$ cat src/fc_weights.mem
// word = {w_ch2, w_ch1, w_ch0}, lane 0 positions 0..15, then lane 1, then lane 2
02FE01
04FC02
06FA03
08F804
0AF605
0CF406
0EF207
10F008
12EE09
14EC0A
16EA0B
18E80C
1AE60D
1CE40E
1EE20F
20E010
FF0102
FE0204
FD0306
FC0408
FB050A
FA060C
F9070E
F80810
F70912
F60A14
F50B16
F40C18
F30D1A
F20E1C
F10F1E
F01020
0102FF
0204FE
0306FD
0408FC
050AFB
060CFA
070EF9
0810F8
0912F7
0A14F6
0B16F5
0C18F4
0D1AF3
0E1CF2
0F1EF1
1020F0

$ cat src/verilog/fc_pkg.sv
`default_nettype none

package fc_pkg;

    // --------------------------------------------------
    // layer dimensions
    // --------------------------------------------------
    localparam int N_CHAN   = 3;     // input channels per position
    localparam int N_NEURON = 3;     // one lane per output neuron
    localparam int N_POS    = 16;    // 4x4 max-pool map
    localparam int POS_BW   = 4;

    // --------------------------------------------------
    // datapath widths
    // --------------------------------------------------
    localparam int FEAT_BW = 16;
    localparam int W_BW    = 8;
    localparam int PROD_BW = FEAT_BW + W_BW;      // 24
    localparam int KER_BW  = PROD_BW + 2;         // sum of three products
    localparam int ACC_BW  = KER_BW + POS_BW;     // headroom for 16 adds

    // flow control
    localparam int FEAT_CREDITS = 2;   // same as feeder buffer depth
    localparam int RES_DEPTH    = 2;   // result queue, also initial credits

    typedef logic signed [FEAT_BW-1:0] feat_t;
    typedef logic signed [ACC_BW-1:0]  acc_t;

    // one pooled position, channel 0 in the low bits
    typedef struct packed {
        feat_t [N_CHAN-1:0] ch;
    } fc_feature_t;

    typedef struct packed {
        logic              valid;
        logic [POS_BW-1:0] pos;
        logic              last;   // final position of the frame
        fc_feature_t       feat;
    } fc_issue_t;

    typedef struct packed {
        acc_t [N_NEURON-1:0] sum;
    } fc_result_t;

endpackage

`default_nettype wire

$ cat src/verilog/fc_feature_feeder.sv
`timescale 1ns/100ps
`default_nettype none

module fc_feature_feeder (
    input  logic                clk,
    input  logic                reset_n,
    input  logic                i_feat_valid,
    input  fc_pkg::fc_feature_t i_feat,
    input  logic                i_slot_free,
    output fc_pkg::fc_issue_t   o_issue,
    output logic                o_feat_credit
);
    import fc_pkg::*;

    localparam int PTR_BW = $clog2(FEAT_CREDITS);
    localparam int CNT_BW = $clog2(FEAT_CREDITS + 1);

    fc_feature_t       buf_q [FEAT_CREDITS];
    logic [PTR_BW-1:0] wr_ptr_q;
    logic [PTR_BW-1:0] rd_ptr_q;
    logic [CNT_BW-1:0] cnt_q;
    logic [POS_BW-1:0] pos_q;     // position of the head entry
    logic              head_last;
    logic              issue_fire;

    assign head_last  = (pos_q == POS_BW'(N_POS - 1));
    // last position holds until the drain has reserved a result slot
    assign issue_fire = (cnt_q != '0) && (!head_last || i_slot_free);

    always_comb begin
        o_issue.valid = issue_fire;
        o_issue.pos   = pos_q;
        o_issue.last  = head_last;
        o_issue.feat  = buf_q[rd_ptr_q];
    end

    assign o_feat_credit = issue_fire;   // entry freed in the issue cycle

    // --------------------------------------------------
    // buffer storage
    // --------------------------------------------------
    always_ff @(posedge clk) begin
        if (i_feat_valid) begin
            buf_q[wr_ptr_q] <= i_feat;   // source only sends with a credit
        end
    end

    always_ff @(posedge clk or negedge reset_n) begin
        if (!reset_n) begin
            wr_ptr_q <= '0;
            rd_ptr_q <= '0;
            cnt_q    <= '0;
        end else begin
            if (i_feat_valid) begin
                wr_ptr_q <= (wr_ptr_q == PTR_BW'(FEAT_CREDITS - 1)) ? '0 : wr_ptr_q + 1'b1;
            end
            if (issue_fire) begin
                rd_ptr_q <= (rd_ptr_q == PTR_BW'(FEAT_CREDITS - 1)) ? '0 : rd_ptr_q + 1'b1;
            end
            case ({i_feat_valid, issue_fire})
                2'b10:   cnt_q <= cnt_q + 1'b1;
                2'b01:   cnt_q <= cnt_q - 1'b1;
                default: cnt_q <= cnt_q;
            endcase
        end
    end

    // position counter, wraps once per frame
    always_ff @(posedge clk or negedge reset_n) begin
        if (!reset_n) begin
            pos_q <= '0;
        end else if (issue_fire) begin
            pos_q <= head_last ? '0 : pos_q + 1'b1;
        end
    end

endmodule

`default_nettype wire

$ cat src/verilog/fc_layer_top.sv
`timescale 1ns/100ps
`default_nettype none

module fc_layer_top (
    input  logic                clk,
    input  logic                reset_n,
    input  logic                i_feat_valid,
    input  fc_pkg::fc_feature_t i_feat,
    output logic                o_feat_credit,
    input  logic                i_res_credit,
    output logic                o_res_valid,
    output fc_pkg::fc_result_t  o_res
);
    import fc_pkg::*;

    wire fc_issue_t     issue;        // broadcast to every lane
    wire                slot_free;
    wire                last_issue;
    wire [N_NEURON-1:0] lane_done;
    wire fc_result_t    lane_sums;

    assign last_issue = issue.valid & issue.last;   // reserves a result slot

    fc_feature_feeder u_feeder (
        .clk           (clk),
        .reset_n       (reset_n),
        .i_feat_valid  (i_feat_valid),
        .i_feat        (i_feat),
        .i_slot_free   (slot_free),
        .o_issue       (issue),
        .o_feat_credit (o_feat_credit)
    );

    // --------------------------------------------------
    // neuron lanes
    // --------------------------------------------------
    for (genvar g = 0; g < N_NEURON; g++) begin : gen_lane
        fc_neuron_lane #(
            .LANE (g)
        ) u_lane (
            .clk     (clk),
            .reset_n (reset_n),
            .i_issue (issue),
            .o_done  (lane_done[g]),
            .o_sum   (lane_sums.sum[g])
        );
    end

    fc_result_drain u_drain (
        .clk          (clk),
        .reset_n      (reset_n),
        .i_lane_done  (lane_done),
        .i_lane_sum   (lane_sums),
        .i_last_issue (last_issue),
        .i_res_credit (i_res_credit),
        .o_slot_free  (slot_free),
        .o_res_valid  (o_res_valid),
        .o_res        (o_res)
    );

endmodule

`default_nettype wire

$ cat src/verilog/fc_neuron_lane.sv
`timescale 1ns/100ps
`default_nettype none

module fc_neuron_lane #(
    parameter int LANE = 0
) (
    input  logic                             clk,
    input  logic                             reset_n,
    input  fc_pkg::fc_issue_t                i_issue,
    output logic                             o_done,
    output logic signed [fc_pkg::ACC_BW-1:0] o_sum
);
    import fc_pkg::*;

    localparam int ROM_WORDS = N_NEURON * N_POS;
    localparam int ROM_BASE  = LANE * N_POS;   // first word of this neuron

    logic [N_CHAN*W_BW-1:0]    w_rom [ROM_WORDS];
    logic [N_CHAN*W_BW-1:0]    w_word;
    logic signed [W_BW-1:0]    w_chan [N_CHAN];

    logic signed [PROD_BW-1:0] prod_q [N_CHAN];
    logic                      prod_valid_q;
    logic                      prod_last_q;
    logic signed [KER_BW-1:0]  ker_sum;
    logic signed [ACC_BW-1:0]  acc_q;
    logic signed [ACC_BW-1:0]  acc_next;

    // one word per lane and position, three weights packed
    initial begin
        $readmemh("/design/src/fc_weights.mem", w_rom);
    end

    assign w_word = w_rom[ROM_BASE + i_issue.pos];

    always_comb begin
        for (int c = 0; c < N_CHAN; c++) begin
            w_chan[c] = w_word[c*W_BW +: W_BW];   // channel 0 in low byte
        end
    end

    // --------------------------------------------------
    // stage 1: multiply
    // --------------------------------------------------
    always_ff @(posedge clk or negedge reset_n) begin
        if (!reset_n) begin
            prod_valid_q <= 1'b0;
            prod_last_q  <= 1'b0;
        end else begin
            prod_valid_q <= i_issue.valid;
            prod_last_q  <= i_issue.valid & i_issue.last;
        end
    end

    always_ff @(posedge clk) begin
        if (i_issue.valid) begin
            for (int c = 0; c < N_CHAN; c++) begin
                prod_q[c] <= i_issue.feat.ch[c] * w_chan[c];
            end
        end
    end

    // --------------------------------------------------
    // stage 2: channel sum and frame accumulate
    // --------------------------------------------------
    always_comb begin
        ker_sum = '0;
        for (int c = 0; c < N_CHAN; c++) begin
            ker_sum = ker_sum + KER_BW'(prod_q[c]);   // sign extended
        end
    end

    assign acc_next = acc_q + ACC_BW'(ker_sum);

    always_ff @(posedge clk or negedge reset_n) begin
        if (!reset_n) begin
            acc_q  <= '0;
            o_done <= 1'b0;
        end else begin
            o_done <= prod_last_q;
            if (prod_valid_q) begin
                acc_q <= prod_last_q ? '0 : acc_next;   // restart per frame
            end
        end
    end

    // final sum held until the next frame completes
    always_ff @(posedge clk) begin
        if (prod_last_q) begin
            o_sum <= acc_next;
        end
    end

endmodule

`default_nettype wire

$ cat src/verilog/fc_result_drain.sv
`timescale 1ns/100ps
`default_nettype none

module fc_result_drain (
    input  logic                        clk,
    input  logic                        reset_n,
    input  logic [fc_pkg::N_NEURON-1:0] i_lane_done,
    input  fc_pkg::fc_result_t          i_lane_sum,
    input  logic                        i_last_issue,
    input  logic                        i_res_credit,
    output logic                        o_slot_free,
    output logic                        o_res_valid,
    output fc_pkg::fc_result_t          o_res
);
    import fc_pkg::*;

    localparam int PTR_BW = $clog2(RES_DEPTH);
    localparam int CNT_BW = $clog2(RES_DEPTH + 1);

    fc_result_t        q_mem [RES_DEPTH];
    logic [PTR_BW-1:0] wr_ptr_q;
    logic [PTR_BW-1:0] rd_ptr_q;
    logic [CNT_BW-1:0] q_cnt_q;
    logic [CNT_BW-1:0] credit_q;      // downstream credits held
    logic              in_flight_q;   // last position issued, sums pending
    logic [CNT_BW:0]   occupancy;
    logic              push;
    logic              pop;

    assign push = &i_lane_done;
    assign pop  = (q_cnt_q != '0) && (credit_q != '0);

    assign occupancy   = {1'b0, q_cnt_q} + {{CNT_BW{1'b0}}, in_flight_q};
    assign o_slot_free = (occupancy < RES_DEPTH);

    assign o_res_valid = pop;
    assign o_res       = q_mem[rd_ptr_q];

    // --------------------------------------------------
    // result queue
    // --------------------------------------------------
    always_ff @(posedge clk) begin
        if (push) begin
            q_mem[wr_ptr_q] <= i_lane_sum;
        end
    end

    always_ff @(posedge clk or negedge reset_n) begin
        if (!reset_n) begin
            wr_ptr_q <= '0;
            rd_ptr_q <= '0;
            q_cnt_q  <= '0;
        end else begin
            if (push) begin
                wr_ptr_q <= (wr_ptr_q == PTR_BW'(RES_DEPTH - 1)) ? '0 : wr_ptr_q + 1'b1;
            end
            if (pop) begin
                rd_ptr_q <= (rd_ptr_q == PTR_BW'(RES_DEPTH - 1)) ? '0 : rd_ptr_q + 1'b1;
            end
            case ({push, pop})
                2'b10:   q_cnt_q <= q_cnt_q + 1'b1;
                2'b01:   q_cnt_q <= q_cnt_q - 1'b1;
                default: q_cnt_q <= q_cnt_q;
            endcase
        end
    end

    // credits and slot reservation
    always_ff @(posedge clk or negedge reset_n) begin
        if (!reset_n) begin
            credit_q    <= CNT_BW'(RES_DEPTH);
            in_flight_q <= 1'b0;
        end else begin
            case ({pop, i_res_credit})
                2'b10:   credit_q <= credit_q - 1'b1;
                2'b01:   credit_q <= credit_q + 1'b1;
                default: credit_q <= credit_q;
            endcase
            if (i_last_issue) begin
                in_flight_q <= 1'b1;
            end else if (push) begin
                in_flight_q <= 1'b0;   // slot now counted in the queue
            end
        end
    end

endmodule

`default_nettype wire
$ cat config.mk
export PLATFORM = sky130hd
export DESIGN_NAME = fc_layer_top
export DESIGN_NICKNAME = d
export VERILOG_FILES = /design/src/verilog/fc_pkg.sv /design/src/verilog/fc_feature_feeder.sv /design/src/verilog/fc_layer_top.sv /design/src/verilog/fc_neuron_lane.sv /design/src/verilog/fc_result_drain.sv
export SDC_FILE = /design/constraint.sdc
export NUM_CORES = 1
export LEC_CHECK = 0
export BUFFER_PORTS_ARGS = -buffer_cell sky130_fd_sc_hd__buf_2
export CORE_MARGIN = 2
export CORE_UTILIZATION = 37
export CTS_CLUSTER_DIAMETER = 30
export CTS_CLUSTER_SIZE = 14
export DETAILED_ROUTE_END_ITERATION = 10
export PLACE_DENSITY = 0.86
export SLEW_MARGIN = 10
export SYNTH_ARGS = -nofsm -noshare
export SYNTH_HDL_FRONTEND = slang
export SYNTH_SLANG_ARGS = --single-unit
$ cat constraint.sdc
create_clock -name clk -period 3.95 [get_ports clk]
set_input_delay 0 -clock clk [delete_from_list [all_inputs] [get_ports clk]]
set_output_delay 0 -clock clk [all_outputs]
set_load 0.01 [all_outputs]
==> results.toml <==
[status]
status = "finished, final reports clean"

[sta]
fin_crit_ps = 1710
final.setup_skew_ps = 2.86
rsz0062_at_grt = "no"
max_freq_mhz = 583
hold_viol = 0
finalCritPeriodShare = 0.434
setup_slack_ps = 2240
setup_viol = 0
slew_viol_final = 0
timing.setup.tns_ps = 0

[cts]
cts_tree = "built"
clock_latency_ps = 270
postCtsHoldBufs = 1
htreeDepth = 1
tritoncts_num_sinks = 13
path_clk_slew_ps = 70
numCtsBuffers = 3
clockRootBuffer = "clkbuf_4"
clk_path_buf_depth = 2
post_cts_resize_count = 0
postCtsSetupBuffers = 0

[setup_path]
cp_common_cell = "ha_1"
crit_end = "u_feeder.cnt_q[1]"
critPathKind = "reg -> reg"
cp-end-kind = "register"
cpMaxStageDelayCell = "dfrtp_1"
reg2reg_to = "u_feeder.cnt_q[1]"
required_ps = 4160
cp_num_cells = 6
crit_buf_inv = 0
r2r_cells = 6
rrSetupSlack_ps = 2240
crit_family = "adder cells"
path_cells = "ha_1 > nand3_1 > o21a_4 > ha_1 > nor2_1 > xor2_1"
cp_max_fo = 5
rr_startpoint = "u_feeder.pos_q[0]"
arrival_ps = 1920
max_stage_delay_ps = 420
startpoint_type = "register"
setup.worst_path.start = "u_feeder.pos_q[0]"

[global_routing]
antenna_found_initial = 0
grt_first_pass_wirelength_mm = 2.08
grt_pass1_vias = 482
grt.overflow.total = 0
grt_usage = 0.0671
grt_max_degree = 14

[power_and_ir_drop]
power_leakage_nw = 0.614
power_density_nw_per_um2 = 668
finalPower_mw = 0.720
peakVddDrop_uv = 354

[synthesis]
synth_xor_area_frac = 0.0606
ys_ff_latch = 13
netlist_area_um2 = 1300
ys_types = 25
synthSimpleGateAreaFrac = 0.0298
synth_compound_area_frac = 0.0779
synth_adder_area_share = 0.0385
syn_avg_cell_area_um2 = 9.04
yosys_warnings = 0
ys_seq_area_frac = 0.251
synth_top_family_by_area = "buffers and inverters"
synth.mux.area_fraction = 0.0115
syn_inst = 144

[min_path]
hold_start = "i_res_credit"
hold_path_class = "in -> reg"

[routing]
post-route-drc-count = 0
ant_nets = 0
vias = 638
routed_wl_mm = 1.38
drtPass1Iterations = 2
wl_met2_um = 651
wl_met1_um = 516
highest_layer = "met4"
wl_per_cell_um = 6.93
via_per_inst = 3.21
dr_wl_met3_um = 201
drtIter0Drc = 3

[die]
initial_core_util = 0.387
die_y_um = 63.3
dieArea_um2 = 4010
rows = 21
fp.dieW_um = 63.3
core_um2 = 3360
io_pins = 144

[cells_and_area]
regArea_um2 = 327
drive_gt1_frac = 0.0915
syn2layout_area_growth_pct = -17.1
fillers = 377
fin_nets = 210
final_cells = 199
final_util = 0.321
antenna_cells = 0
multi_input_comb_area_um2 = 622

[place]
place_inst = 194
place.gp.congestion = 0.774
place.port_buffers = 5
place_hpwl_mm = 1.11
post-place-ws_ps = 2260

[flow_run]
cap_violations = 0
metrics by stage:
step / hold slack, ps / instance area [um2]
floorplan: -296 / 1640
global placement: -108 / 1040
detailed placement: -102 / 1040
CTS: 69.3 / 1080
global route: 71.7 / 1080
finish: 81.1 / 1080
synth_stat cells:
master	count	area [um2]
buf_4	90	676
dfrtp_1	12	300
xnor2_1	5	43.8
a21oi_1	4	20.0
ha_1	4	50.1
xor2_1	4	35.0
inv_1	3	11.3
nand2_1	3	11.3
nor2_1	3	11.3
a21boi_0	1	7.51
a21o_1	1	7.51
a21o_2	1	8.76
a21oi_2	1	8.76
a31oi_1	1	6.26
conb_1	1	3.75
dfstp_2	1	26.3
mux2_4	1	15.0
nand3_1	1	5.00
nor3_1	1	5.00
o21a_4	1	15.0
o21ai_0	1	5.00
o21ai_1	1	5.00
o22ai_1	1	6.26
o32a_2	1	11.3
or2_1	1	6.26
worst reg2reg max path: stages, from the launching register on:
cell	delay (ps)
dfrtp_1	420
ha_1	260
nand3_1	140
o21a_4	240
ha_1	310
nor2_1	140
xor2_1	140
flip-flops by register name, indices dropped and copies added (netlist names):
signal and cells:
gen_lane.u_lane.o_done 1, gen_lane.u_lane.prod_last_q 1, u_drain.credit_q 2, u_drain.in_flight_q 1
u_drain.q_cnt_q 2, u_feeder.cnt_q 2, u_feeder.pos_q 4
per-layer routing:
| metal | up-vias | GRT usage |
|---|---|---|
| li1 | 293 | - |
| met4 | 0 | 0.0245 |
| met3 | 2 | 0.0321 |
| met5 | - | 0 |
| met2 | 57 | 0.117 |
| met1 | 286 | 0.0698 |
report_power, final:
group	total [mW]	switching, mW	internal [mW]
clock network	0.0803	0.0411	0.0392
registers	0.273	0.0676	0.205
logic	0.367	0.192	0.175
how the worst min path moves through the flow:
stage / end / cells after the start / slack [ps]
2_1_floorplan: gen_lane[2].u_lane.o_done / 0 / -300
6_report: u_drain.credit_q[0] / 3 / 80
3_3_place_gp: u_feeder.pos_q[0] / 1 / -110
5_1_grt: u_drain.credit_q[0] / 3 / 70
4_1_cts: u_drain.credit_q[0] / 3 / 70
3_5_place_dp: u_feeder.cnt_q[0] / 1 / -100
cell families after synthesis:
logic type | count (synthesis)
muxes | 1
adders and majority gates | 4
buffers and inverters | 93
other | 1
and+or+nand+nor | 9
AOI/OAI and AO/OA | 14
xor gates and xnor gates | 9
DFF | 13
placed cells by master, fill, tap and decap left out:
master / synthesis / layout
mux2_4: 1 / 1
nand3_1: 1 / 1
or2_1: 1 / 1
ha_1: 4 / 4
o21ai_0: 1 / 1
a21oi_1: 4 / 4
clkbuf_1: 0 / 1
nand2_1: 3 / 3
a21oi_2: 1 / 1
nor3_1: 1 / 1
a21o_1: 1 / 1
inv_1: 3 / 3
o21ai_1: 1 / 1
o32a_2: 1 / 1
o21a_4: 1 / 1
xor2_1: 4 / 4
a31oi_1: 1 / 1
xnor2_1: 5 / 5
clkbuf_4: 0 / 3
o22ai_1: 1 / 1
a21o_2: 1 / 1
dfstp_2: 1 / 1
buf_2: 0 / 5
conb_1: 1 / 90
nor2_1: 3 / 3
dfrtp_1: 12 / 12
dlygate4sd3_1: 0 / 1
a21boi_0: 1 / 1
area by class of cell:
cell class,count,share of cell area
Inverter,3,0.0104
Tap cell,46,0.0534
Clock buffer,4,0.0244
Timing Repair Buffer,6,0.0325
Multi-Input combinational cell,127,0.577
Sequential cell,13,0.303
(Power assumes the default switching activity.)
